## src/hdl/alu_ctrl_pkg.sv

```systemverilog
`default_nettype none

package alu_ctrl_pkg;

    // logic and pass-through
    localparam logic [4:0] NOP_CONTROL   = 5'b00000; // passes src_a
    localparam logic [4:0] AND_CONTROL   = 5'b00001;
    localparam logic [4:0] OR_CONTROL    = 5'b00010;
    localparam logic [4:0] NOR_CONTROL   = 5'b00011;
    localparam logic [4:0] XOR_CONTROL   = 5'b00100;

    // add / subtract, signed ones trap on overflow
    localparam logic [4:0] ADD_CONTROL   = 5'b00101;
    localparam logic [4:0] ADDU_CONTROL  = 5'b00110;
    localparam logic [4:0] SUB_CONTROL   = 5'b00111;
    localparam logic [4:0] SUBU_CONTROL  = 5'b01000;

    localparam logic [4:0] SLT_CONTROL   = 5'b01001;
    localparam logic [4:0] SLTU_CONTROL  = 5'b01010;

    // shifts by register, then by sa field
    localparam logic [4:0] SLLV_CONTROL  = 5'b01011;
    localparam logic [4:0] SRLV_CONTROL  = 5'b01100;
    localparam logic [4:0] SRAV_CONTROL  = 5'b01101;
    localparam logic [4:0] SLL_CONTROL   = 5'b01110;
    localparam logic [4:0] SRL_CONTROL   = 5'b01111;
    localparam logic [4:0] SRA_CONTROL   = 5'b10000;
    localparam logic [4:0] LUI_CONTROL   = 5'b10001;

    // hi/lo users
    localparam logic [4:0] MULT_CONTROL  = 5'b10010;
    localparam logic [4:0] MULTU_CONTROL = 5'b10011;
    localparam logic [4:0] DIV_CONTROL   = 5'b10100;
    localparam logic [4:0] DIVU_CONTROL  = 5'b10101;
    localparam logic [4:0] MTHI_CONTROL  = 5'b10110;
    localparam logic [4:0] MTLO_CONTROL  = 5'b10111;
    localparam logic [4:0] MFHI_CONTROL  = 5'b11000;
    localparam logic [4:0] MFLO_CONTROL  = 5'b11001;

endpackage

`default_nettype wire

```

## src/hdl/exe_types_pkg.sv

```systemverilog
`default_nettype none

package exe_types_pkg;

    localparam int DATA_W    = 32;
    localparam int SHAMT_W   = 5;
    localparam int DIV_STEPS = 32; // one quotient bit per step

    typedef logic [DATA_W-1:0] word_t;

    // upper word is hi (remainder), lower word is lo (quotient)
    typedef struct packed {
        word_t hi;
        word_t lo;
    } hilo_pair_t;

    // same 64 bits, seen as a product or as the hi/lo pair
    typedef union packed {
        logic [2*DATA_W-1:0] full;
        hilo_pair_t          pair;
    } hilo_t;

endpackage

`default_nettype wire

```

## src/hdl/alu.sv

```systemverilog
`timescale 1ns/1ps
`default_nettype none

module alu
    import alu_ctrl_pkg::*;
    import exe_types_pkg::*;
(
    input  wire                 clk,
    input  wire                 arst_n,
    input  wire                 flush,
    input  wire word_t          src_a,
    input  wire word_t          src_b,
    input  wire [4:0]           alu_control,
    input  wire [SHAMT_W-1:0]   sa,
    input  wire hilo_t          hilo,       // current hi/lo
    output hilo_t               alu_out,
    output logic                overflow,
    output logic                div_stall,
    output logic                hilo_we,
    output hilo_t               hilo_next
);

    word_t simple_out;
    logic  simple_ovf;
    hilo_t product;
    hilo_t div_result;
    logic  mul_valid;
    logic  div_valid;
    logic  div_start;
    logic  div_load;
    logic  div_step;
    logic  div_fix;
    logic  div_busy;
    logic  div_done;
    logic  div_zero;

    assign mul_valid = (alu_control == MULT_CONTROL) || (alu_control == MULTU_CONTROL);
    assign div_valid = (alu_control == DIV_CONTROL)  || (alu_control == DIVU_CONTROL);

    alu_simple simple0 (
        .src_a       (src_a),
        .src_b       (src_b),
        .alu_control (alu_control),
        .sa          (sa),
        .simple_out  (simple_out),
        .simple_ovf  (simple_ovf)
    );

    mul_unit mul0 (
        .src_a     (src_a),
        .src_b     (src_b),
        .is_signed (alu_control == MULT_CONTROL),
        .product   (product)
    );

    //////////////////////////////////////////////////
    // divider
    assign div_start = div_valid & ~div_busy & ~div_done;

    div_fsm div_fsm0 (
        .clk          (clk),
        .arst_n       (arst_n),
        .flush        (flush),
        .start        (div_start),
        .divisor_zero (div_zero),
        .load         (div_load),
        .step         (div_step),
        .fix          (div_fix),
        .busy         (div_busy),
        .done         (div_done)
    );

    div_datapath div_dp0 (
        .clk          (clk),
        .arst_n       (arst_n),
        .load         (div_load),
        .step         (div_step),
        .fix          (div_fix),
        .is_signed    (alu_control == DIV_CONTROL),
        .dividend     (src_a),
        .divisor      (src_b),
        .divisor_zero (div_zero),
        .result       (div_result)
    );

    assign div_stall = div_valid & ~div_done; // held until the result cycle

    //////////////////////////////////////////////////
    // result select
    always_comb begin
        alu_out = '0;
        case (alu_control)
            MULT_CONTROL, MULTU_CONTROL: alu_out = product;
            DIV_CONTROL, DIVU_CONTROL:   alu_out = div_result;
            MTHI_CONTROL: begin
                alu_out.pair.hi = src_a;
                alu_out.pair.lo = hilo.pair.lo; // keep old lo
            end
            MTLO_CONTROL: begin
                alu_out.pair.hi = hilo.pair.hi;
                alu_out.pair.lo = src_a;
            end
            MFHI_CONTROL: alu_out.pair.lo = hilo.pair.hi;
            MFLO_CONTROL: alu_out.pair.lo = hilo.pair.lo;
            default:      alu_out.pair.lo = simple_out; // upper word zero
        endcase
    end

    assign overflow  = simple_ovf;
    assign hilo_next = alu_out;
    assign hilo_we   = ~flush & (mul_valid | (div_valid & div_done)
                               | (alu_control == MTHI_CONTROL)
                               | (alu_control == MTLO_CONTROL));

    a_ovf_only_addsub: assert property (@(posedge clk) disable iff (!arst_n)
        overflow |-> ((alu_control == ADD_CONTROL) || (alu_control == SUB_CONTROL)));

endmodule

`default_nettype wire

```

## src/hdl/alu_simple.sv

```systemverilog
`timescale 1ns/1ps
`default_nettype none

module alu_simple
    import alu_ctrl_pkg::*;
    import exe_types_pkg::*;
(
    input  wire word_t              src_a,
    input  wire word_t              src_b,
    input  wire [4:0]               alu_control,
    input  wire [SHAMT_W-1:0]       sa,
    output word_t                   simple_out,
    output logic                    simple_ovf
);

    logic carry_bit; // extra sign bit of the 33-bit sum

    always_comb begin
        carry_bit  = 1'b0;
        simple_out = '0;
        case (alu_control)
            NOP_CONTROL:  simple_out = src_a;
            AND_CONTROL:  simple_out = src_a & src_b;
            OR_CONTROL:   simple_out = src_a | src_b;
            NOR_CONTROL:  simple_out = ~(src_a | src_b);
            XOR_CONTROL:  simple_out = src_a ^ src_b;

            // sign extended to 33 bits so overflow shows up in carry_bit
            ADD_CONTROL:  {carry_bit, simple_out} = {src_a[DATA_W-1], src_a}
                                                  + {src_b[DATA_W-1], src_b};
            ADDU_CONTROL: simple_out = src_a + src_b;
            SUB_CONTROL:  {carry_bit, simple_out} = {src_a[DATA_W-1], src_a}
                                                  - {src_b[DATA_W-1], src_b};
            SUBU_CONTROL: simple_out = src_a - src_b;

            SLT_CONTROL:  simple_out = {{(DATA_W-1){1'b0}}, $signed(src_a) < $signed(src_b)};
            SLTU_CONTROL: simple_out = {{(DATA_W-1){1'b0}}, src_a < src_b};

            // variable shifts take the amount from src_a
            SLLV_CONTROL: simple_out = src_b << src_a[SHAMT_W-1:0];
            SRLV_CONTROL: simple_out = src_b >> src_a[SHAMT_W-1:0];
            SRAV_CONTROL: simple_out = $signed(src_b) >>> src_a[SHAMT_W-1:0];

            SLL_CONTROL:  simple_out = src_b << sa;
            SRL_CONTROL:  simple_out = src_b >> sa;
            SRA_CONTROL:  simple_out = $signed(src_b) >>> sa;

            LUI_CONTROL:  simple_out = {src_b[DATA_W/2-1:0], {(DATA_W/2){1'b0}}};

            default:      simple_out = '0; // mul/div/hilo codes handled in alu
        endcase
    end

    // only the trapping add/sub report overflow
    assign simple_ovf = ((alu_control == ADD_CONTROL) || (alu_control == SUB_CONTROL))
                      & (carry_bit ^ simple_out[DATA_W-1]);

endmodule

`default_nettype wire

```

## src/hdl/div_datapath.sv

```systemverilog
`timescale 1ns/1ps
`default_nettype none

module div_datapath
    import exe_types_pkg::*;
(
    input  wire         clk,
    input  wire         arst_n,
    input  wire         load,
    input  wire         step,
    input  wire         fix,
    input  wire         is_signed,
    input  wire word_t  dividend,
    input  wire word_t  divisor,
    output logic        divisor_zero,
    output hilo_t       result
);

    word_t          quo_q;  // dividend shifts out, quotient shifts in
    word_t          rem_q;
    word_t          dvs_q;
    logic           neg_q;  // quotient sign
    logic           neg_r;  // remainder follows dividend
    logic           zero_q;
    logic [DATA_W:0] shifted;
    logic [DATA_W:0] trial;
    logic           fits;

    // one restoring step
    assign shifted = {rem_q, quo_q[DATA_W-1]};
    assign trial   = shifted - {1'b0, dvs_q};
    assign fits    = (shifted >= {1'b0, dvs_q});

    //////////////////////////////////////////////////
    // sign flags and zero divisor
    always_ff @(posedge clk or negedge arst_n) begin
        if (!arst_n) begin
            neg_q  <= 1'b0;
            neg_r  <= 1'b0;
            zero_q <= 1'b0;
        end else if (load) begin
            neg_q  <= is_signed & (dividend[DATA_W-1] ^ divisor[DATA_W-1]);
            neg_r  <= is_signed & dividend[DATA_W-1];
            zero_q <= (divisor == '0);
        end
    end

    //////////////////////////////////////////////////
    // shift-subtract registers
    always_ff @(posedge clk) begin
        if (load) begin
            quo_q <= (is_signed && dividend[DATA_W-1]) ? -dividend : dividend;
            dvs_q <= (is_signed && divisor[DATA_W-1])  ? -divisor  : divisor;
            rem_q <= '0;
        end else if (step) begin
            rem_q <= fits ? trial[DATA_W-1:0] : shifted[DATA_W-1:0];
            quo_q <= {quo_q[DATA_W-2:0], fits};
        end else if (fix) begin
            if (neg_q) quo_q <= -quo_q;
            if (neg_r) rem_q <= -rem_q;
        end
    end

    assign divisor_zero = zero_q;

    always_comb begin
        result = '0;
        if (!zero_q) begin
            result.pair.hi = rem_q;
            result.pair.lo = quo_q;
        end
    end

endmodule

`default_nettype wire

```

## src/hdl/div_fsm.sv

```systemverilog
`timescale 1ns/1ps
`default_nettype none

module div_fsm
    import exe_types_pkg::*;
(
    input  wire  clk,
    input  wire  arst_n,
    input  wire  flush,
    input  wire  start,
    input  wire  divisor_zero,
    output logic load,
    output logic step,
    output logic fix,
    output logic busy,
    output logic done
);

    localparam logic [1:0] ST_IDLE = 2'd0;
    localparam logic [1:0] ST_RUN  = 2'd1;
    localparam logic [1:0] ST_FIX  = 2'd2;
    localparam logic [1:0] ST_DONE = 2'd3;

    logic [1:0]                   state_q;
    logic [1:0]                   state_d;
    logic [$clog2(DIV_STEPS)-1:0] cnt_q; // wraps to zero on the last step

    //////////////////////////////////////////////////
    // next state and strobes
    always_comb begin
        state_d = state_q;
        load    = 1'b0;
        step    = 1'b0;
        fix     = 1'b0;
        case (state_q)
            ST_IDLE: if (start) begin
                load    = 1'b1;
                state_d = ST_RUN;
            end
            ST_RUN: if (divisor_zero) begin
                state_d = ST_DONE; // nothing to iterate
            end else begin
                step = 1'b1;
                if (cnt_q == DIV_STEPS - 1) state_d = ST_FIX;
            end
            ST_FIX: begin
                fix     = 1'b1;
                state_d = ST_DONE;
            end
            default: state_d = ST_IDLE; // done lasts one cycle
        endcase
        if (flush) begin
            state_d = ST_IDLE;
            load    = 1'b0;
            step    = 1'b0;
            fix     = 1'b0;
        end
    end

    always_ff @(posedge clk or negedge arst_n) begin
        if (!arst_n) begin
            state_q <= ST_IDLE;
            cnt_q   <= '0;
        end else begin
            state_q <= state_d;
            if (step) cnt_q <= cnt_q + 1'b1;
            else      cnt_q <= '0;
        end
    end

    assign busy = (state_q == ST_RUN) || (state_q == ST_FIX);
    assign done = (state_q == ST_DONE);

    //////////////////////////////////////////////////
    // checks
    a_strobe_onehot: assert property (@(posedge clk) disable iff (!arst_n)
        $onehot0({load, step, fix}));

    a_done_then_idle: assert property (@(posedge clk) disable iff (!arst_n)
        done |=> (state_q == ST_IDLE));

    // fix only after a full run of steps, counter idle elsewhere
    a_cnt_range: assert property (@(posedge clk) disable iff (!arst_n)
        ((state_q == ST_FIX) |-> ($past(cnt_q) == DIV_STEPS - 1))
        and ((state_q != ST_RUN) |-> (cnt_q == '0)));

endmodule

`default_nettype wire

```

## src/hdl/exe_unit.sv

```systemverilog
`timescale 1ns/1ps
`default_nettype none

module exe_unit
    import exe_types_pkg::*;
(
    input  wire                 clk,
    input  wire                 arst_n,
    input  wire                 flush,
    input  wire word_t          src_a,
    input  wire word_t          src_b,
    input  wire [4:0]           alu_control,
    input  wire [SHAMT_W-1:0]   sa,
    output hilo_t               alu_out,
    output logic                overflow,
    output logic                div_stall
);

    hilo_t hilo_q;
    hilo_t hilo_next;
    logic  hilo_we;

    alu alu0 (
        .clk         (clk),
        .arst_n      (arst_n),
        .flush       (flush),
        .src_a       (src_a),
        .src_b       (src_b),
        .alu_control (alu_control),
        .sa          (sa),
        .hilo        (hilo_q),
        .alu_out     (alu_out),
        .overflow    (overflow),
        .div_stall   (div_stall),
        .hilo_we     (hilo_we),
        .hilo_next   (hilo_next)
    );

    // hi/lo pair
    always_ff @(posedge clk or negedge arst_n) begin
        if (!arst_n) begin
            hilo_q <= '0;
        end else if (hilo_we) begin
            hilo_q <= hilo_next;
        end
    end

endmodule

`default_nettype wire

```

## src/hdl/mul_unit.sv

```systemverilog
`timescale 1ns/1ps
`default_nettype none

module mul_unit
    import exe_types_pkg::*;
(
    input  wire word_t  src_a,
    input  wire word_t  src_b,
    input  wire         is_signed,
    output hilo_t       product
);

    logic signed [DATA_W:0]     a_ext; // 33 bits, top bit is sign or zero
    logic signed [DATA_W:0]     b_ext;
    logic signed [2*DATA_W+1:0] prod_wide;

    assign a_ext = {is_signed & src_a[DATA_W-1], src_a};
    assign b_ext = {is_signed & src_b[DATA_W-1], src_b};

    // signed 33x33 covers both signed and unsigned 32x32
    assign prod_wide = a_ext * b_ext;

    always_comb begin
        product      = '0;
        product.full = prod_wide[2*DATA_W-1:0];
    end

endmodule

`default_nettype wire

```

## config.mk

```make
export PLATFORM = sky130hd
export DESIGN_NAME = exe_unit
export DESIGN_NICKNAME = d
export VERILOG_FILES = /design/src/hdl/alu_ctrl_pkg.sv /design/src/hdl/exe_types_pkg.sv /design/src/hdl/alu.sv /design/src/hdl/alu_simple.sv /design/src/hdl/div_datapath.sv /design/src/hdl/div_fsm.sv /design/src/hdl/exe_unit.sv /design/src/hdl/mul_unit.sv
export SDC_FILE = /design/constraint.sdc
export NUM_CORES = 2
export LEC_CHECK = 0
export BUFFER_PORTS_ARGS = -buffer_cell sky130_fd_sc_hd__buf_2
export CELL_PAD_IN_SITES_DETAIL_PLACEMENT = 1
export CELL_PAD_IN_SITES_GLOBAL_PLACEMENT = 1
export CORE_UTILIZATION = 51
export DETAILED_ROUTE_END_ITERATION = 16
export PLACE_DENSITY_LB_ADDON = 0.1
export SYNTH_ARGS = -nofsm -noshare
export SYNTH_HDL_FRONTEND = slang
export SYNTH_SLANG_ARGS = --single-unit
export TNS_END_PERCENT = 10
```

## constraint.sdc

```tcl
create_clock -name clk -period 12.6 [get_ports clk]
set_clock_uncertainty 0.1 [all_clocks]
set_input_delay 1.26 -clock clk [delete_from_list [all_inputs] [get_ports clk]]
set_output_delay 1.26 -clock clk [all_outputs]
set_load 0.01 [all_outputs]
```

---- After elaboration in Yosys (flattened, before gate mapping) ----
Cells that the tools add are included.
operators by class
  add/sub/neg operators ................... 10
  multipliers ............................. 1
  magnitude comparators ................... 3
  eq/ne operators ......................... 31
  shift-type cells ........................ 6
  muxes and demuxes ....................... 29
  bitwise operators ....................... 22
  reduce and logical (&&, ||, !) cells .... 19
operators by type and width
  kind                                                             count
  32-bit one-hot mux with 18 select lines                          1
  32-bit two-way mux                                               10
  32-bit one-hot mux with 5 select lines                           1
  32-bit negation                                                  4
  32-bit one-hot mux with 4 select lines                           1
  32-bit < comparator                                              2
  33-bit by 33-bit multiplier with 64-bit output                   1
  64-bit two-way mux                                               1
  32-bit by 5-bit left shift with 32-bit output                    2
  32-bit by 5-bit >> shifter with 32-bit output                    2
  32-bit by 5-bit >>> shifter with 32-bit output                   2
  32-bit subtractor                                                2
  5-bit == test, second input constant                             11
  5-bit by 4-bit == test with 1-bit output, second input constant  8
  32-bit by 32-bit adder with 33-bit output                        1
  33-bit by 32-bit >= comparator with 1-bit output                 1
  32-bit by 32-bit subtractor with 33-bit output                   1
  32-bit adder                                                     1
  32-bit bitwise AND                                               1
  32-bit logical NOT                                               1
  32-bit NOT                                                       1
  32-bit bitwise OR                                                1
  32-bit bitwise XOR                                               1
  5-bit by 3-bit == test with 1-bit output, second input constant  4
  24 further kinds                                                 60
storage, ports and cells
  register bits ........................... 170
  bits of input ports ..................... 77
  logic and storage cells ................. 130

---- Depth between registers and ports, before layout ----
  word-level depth ........................ 10
  mapped depth ............................ 37
  mapped depth without buffers ............ 31

---- Cells and area by module ----
From an unflattened synthesis, not the netlist that was laid out.
unflattened totals
  cells, all modules ...................... 7,548
  area, all modules ....................... 65,022.4 um2
by module, submodules not included
  module        times used  cells each  area each (um2)  seq. area each (um2)
  mul_unit      1           4,123       37,724.9         0.0
  alu_simple    1           1,688       12,122.9         0.0
  div_datapath  1           1,130       8,998.6          2,637.5
  alu           1           433         3,074.2          0.0
  exe_unit      1           135         2,678.8          1,601.5
  div_fsm       1           39          422.9            175.2

---- Worst setup path after synthesis ----
OpenSTA, ideal clock, no wires.
  path type ............................... input -> output
  start ................................... input alu_control[0]
  end ..................................... output alu_out[56] (netlist bit)
  data arrival time ....................... 10,144 ps
  setup slack ............................. 1,096 ps
  stages .................................. 30
  path buffers ............................ 7
  cell sequence ........................... clkbuf_1 -> buf_2 -> buf_2 -> buf_2 -> buf_1 -> clkbuf_1 -> nor3_1 -> clkbuf_1 -> nand2_1 -> inv_1 -> fa_1 -> fa_1 -> fa_1 -> fa_1 -> inv_1 -> fa_1 -> inv_1 -> fa_1 -> inv_1 -> fa_1 -> fa_1 -> inv_1 -> ha_1 -> a21o_1 -> a211o_1 -> or4b_2 -> o21ai_1 -> nor2_1 -> xnor2_1 -> o21ai_0
RTL lines
  what             line            source
  start, declared  exe_unit.sv:12  input wire [4:0] alu_control,
  end, declared    exe_unit.sv:14  output hilo_t alu_out,

==> flow_summary.yaml <==
sta:
  worst-slew-pin-transition_ns: 1.33
  setup-tns-final_ns: 0
  grt_setup_unrepaired: "no"
  hold_slack_ns: 0.364
  relSlewSlack: 0.0926
  max_freq_mhz: 81.8
  period_needed_ns: 12.23
  period_share: 0.971
  maxSlewViolCount: 0
  setup_viol: 0
  worst_slack_ns: 0.370
  hold_viol: 0
synthesis:
  synthArstFlopShare: 0.435
  yosys_register_bits: 170
  synth_cell_type_count: 92
  yosysTopAreaCell: "fa_1"
  seq_area_frac_synth: 0.0735
  syn_inst: 7236
  avgSynthCellArea_um2: 8.29
  synthesis.nets: 8791
  synth_warnings: 0
  netlist_top_cells_count: "inv_1, fa_1, nand2_1"
  synthTopCellsByArea: "fa_1, inv_1, ha_1"
  netlist.area_leader.share: 0.376
  yosysMostFrequentCell: "inv_1"
  synth_flop_cell: "dfrtp_1"
  synth_edf_count: 64
  syn_area_um2: 60000
critical_path:
  cp.required_ns: 11.24
  cp_top_family: "adder cells"
  cp_common_cell: "fa_1"
  startpoint_type: "input port"
  critPathCaptureType: "primary output"
  slowest_delay_ns: 0.67
  crit_arrival_ns: 10.87
  crit_fanout: 13
  path_class: "input port to primary output"
  cp.buffers_inverters: 5
  slowest_stage: "nor4_1"
floorplanning:
  io_pins: 143
  dieArea_um2: 119000
  start_util: 0.516
  core_um2: 116000
  row_count: 125
  die-width_um: 345
  fp.dieH_um: 345
job:
  max_cap_viol_count: 0
placed_design:
  gp_congestion: 1.10
  place_ws_ns: 0.679
  io_buffers: 142
  hpwl_um: 252000
clock_network:
  path_clk_slew_ns: 0.08
  holdBufCountCts: 0
  clk_latency_ns: 0.48
  cts-resized-gates: 0
  postCtsSetupRepairBufs: 0
  root_buffer: "clkbuf_16"
  htreeDepth: 4
  cts_tree: "built"
  numClockSinks: 170
  clockBufferDepth: 2
  cts_buffers: 17
global_route:
  grt_overflow: 0
  grt_pass1_wl_um: 451000
  grt_max_degree: 72
  grt_pass1_vias: 62900
  grt_usage: 0.531
  antenna_found_initial: 44
drt:
  drc: 0
  wl_um: 319000
  drt_first_pass_iters: 9
  wl_per_cell_um: 36.6
  routed_via_density: 6.82
  vias: 59500
  drt-initial-drc-count: 7692
  antenna_left: 0
worst_hold_path:
  hold_path.class: "flip-flop to flip-flop"
status:
  status: "finished clean"
final_layout:
  area_delta_synth_final_pct: 5.88
  fin_nets: 8718
  regArea_um2: 4410
  multi_input_area_um2: 48900
  drive_above_1_share: 0.0786
  num-fill-cells: 14000
layout make-up:
cell class	instances	area share
diodes	19	0.000748
clock buffers	19	0.00730
clock inverters	13	0.00272
inverters	1319	0.0779
multi-input cells	5263	0.770
flip-flops and latches	170	0.0695
well taps	1524	0.0300
repair buffers	392	0.0418
worst reg2reg max path, cell delays in order, from the launching register on:
cell	delay, ns
edfxtp_1	0.42
inv_1	0.14
ha_1	0.21
fa_1	0.20
nor2b_1	0.08
o21ai_0	0.27
a21boi_0	0.24
o22ai_1	0.39
o21ai_0	0.30
a2111oi_0	1.21
o21ai_0	0.39
a21o_1	0.28
a21oi_1	0.20
xnor2_1	0.09
a21o_1	0.19
layout by cell type (no fill, tap or decap), types with 23 or more instances in the layout:
| cell type | n |
|---|---|
| ha_1 | 350 |
| o21ai_0 | 236 |
| nand3_1 | 78 |
| dfrtp_1 | 74 |
| mux2_2 | 55 |
| a22oi_1 | 55 |
| edfxtp_1 | 64 |
| nand2b_1 | 50 |
| o21bai_1 | 30 |
| inv_1 | 1295 |
| nor4_1 | 50 |
| nand2_1 | 1078 |
| a31oi_1 | 51 |
| o21a_1 | 24 |
| buf_2 | 139 |
| o31ai_1 | 24 |
| buf_4 | 248 |
| o211ai_1 | 47 |
| or3_1 | 36 |
| a221oi_1 | 45 |
| a21o_1 | 57 |
| nand4_1 | 41 |
| mux2i_1 | 169 |
| dfxtp_1 | 32 |
| xor2_1 | 49 |
| a222oi_1 | 55 |
| and3_1 | 29 |
| a211oi_1 | 72 |
| fa_1 | 1128 |
| o2111ai_1 | 23 |
| nor3_1 | 69 |
| xnor2_1 | 160 |
| nor2_1 | 576 |
| nor2b_1 | 27 |
| and2_1 | 23 |
| a21oi_1 | 281 |
routing by layer:
metal | share of wire | global-route usage
met3 | 0.14 | 0.192
met5 | 0.0011 | 0.00400
met2 | 0.41 | 0.773
met1 | 0.34 | 0.633
met4 | 0.10 | 0.427
registers in the layout (all words and copies together) (netlist names):
register	flops
alu0.div_fsm0.state_q	2
hilo_q	64
alu0.div_dp0.dvs_q	32
alu0.div_dp0.rem_q	32
alu0.div_dp0.quo_q	32
alu0.div_dp0.divisor_zero	1
alu0.div_dp0.neg_q	1
alu0.div_fsm0.cnt_q	5
alu0.div_dp0.neg_r	1
final timing paths:
check | start | end | slack [ns] | cells after the start
worst max-delay path | alu_control[3] | alu_out[61] | 0.37 | 27
worst min-delay path | alu0.div_fsm0.cnt_q[0] | alu0.div_fsm0.cnt_q[0] | 0.36 | 1
worst max register to register | alu0.div_dp0.quo_q[31] | alu0.div_dp0.rem_q[30] | 7.84 | 14
worst min register to register | alu0.div_fsm0.cnt_q[0] | alu0.div_fsm0.cnt_q[0] | 0.36 | 1
max in group asynchronous | arst_n | alu0.div_dp0.neg_r | 10.55 | 2
min in group asynchronous | arst_n | alu0.div_fsm0.cnt_q[0] | 0.63 | 1
metrics by stage:
stage	instance area, um2	utilization	cells
floorplan	60000	-	7236
global placement	62800	0.540	8667
detailed placement	62800	0.540	8667
CTS	63500	0.546	8699
global route	63500	0.546	8704
finish	63500	0.546	8719
logic make-up (layout without fill, tap and decap cells):
kind of cell,after synthesis,count (layout),synth area share
buf+inv,1803,1743,0.114
xor+xnor,209,209,0.0305
compound gates,1197,1197,0.135
other cells,0,19,0
mux,249,249,0.0469
fa+ha+maj,1478,1478,0.449
flops,170,170,0.0735
simple gates,2130,2130,0.151
Power is left out: the tool's default activity adds up to more than one toggle a clock period on the data nets, which glitch-free logic cannot reach.
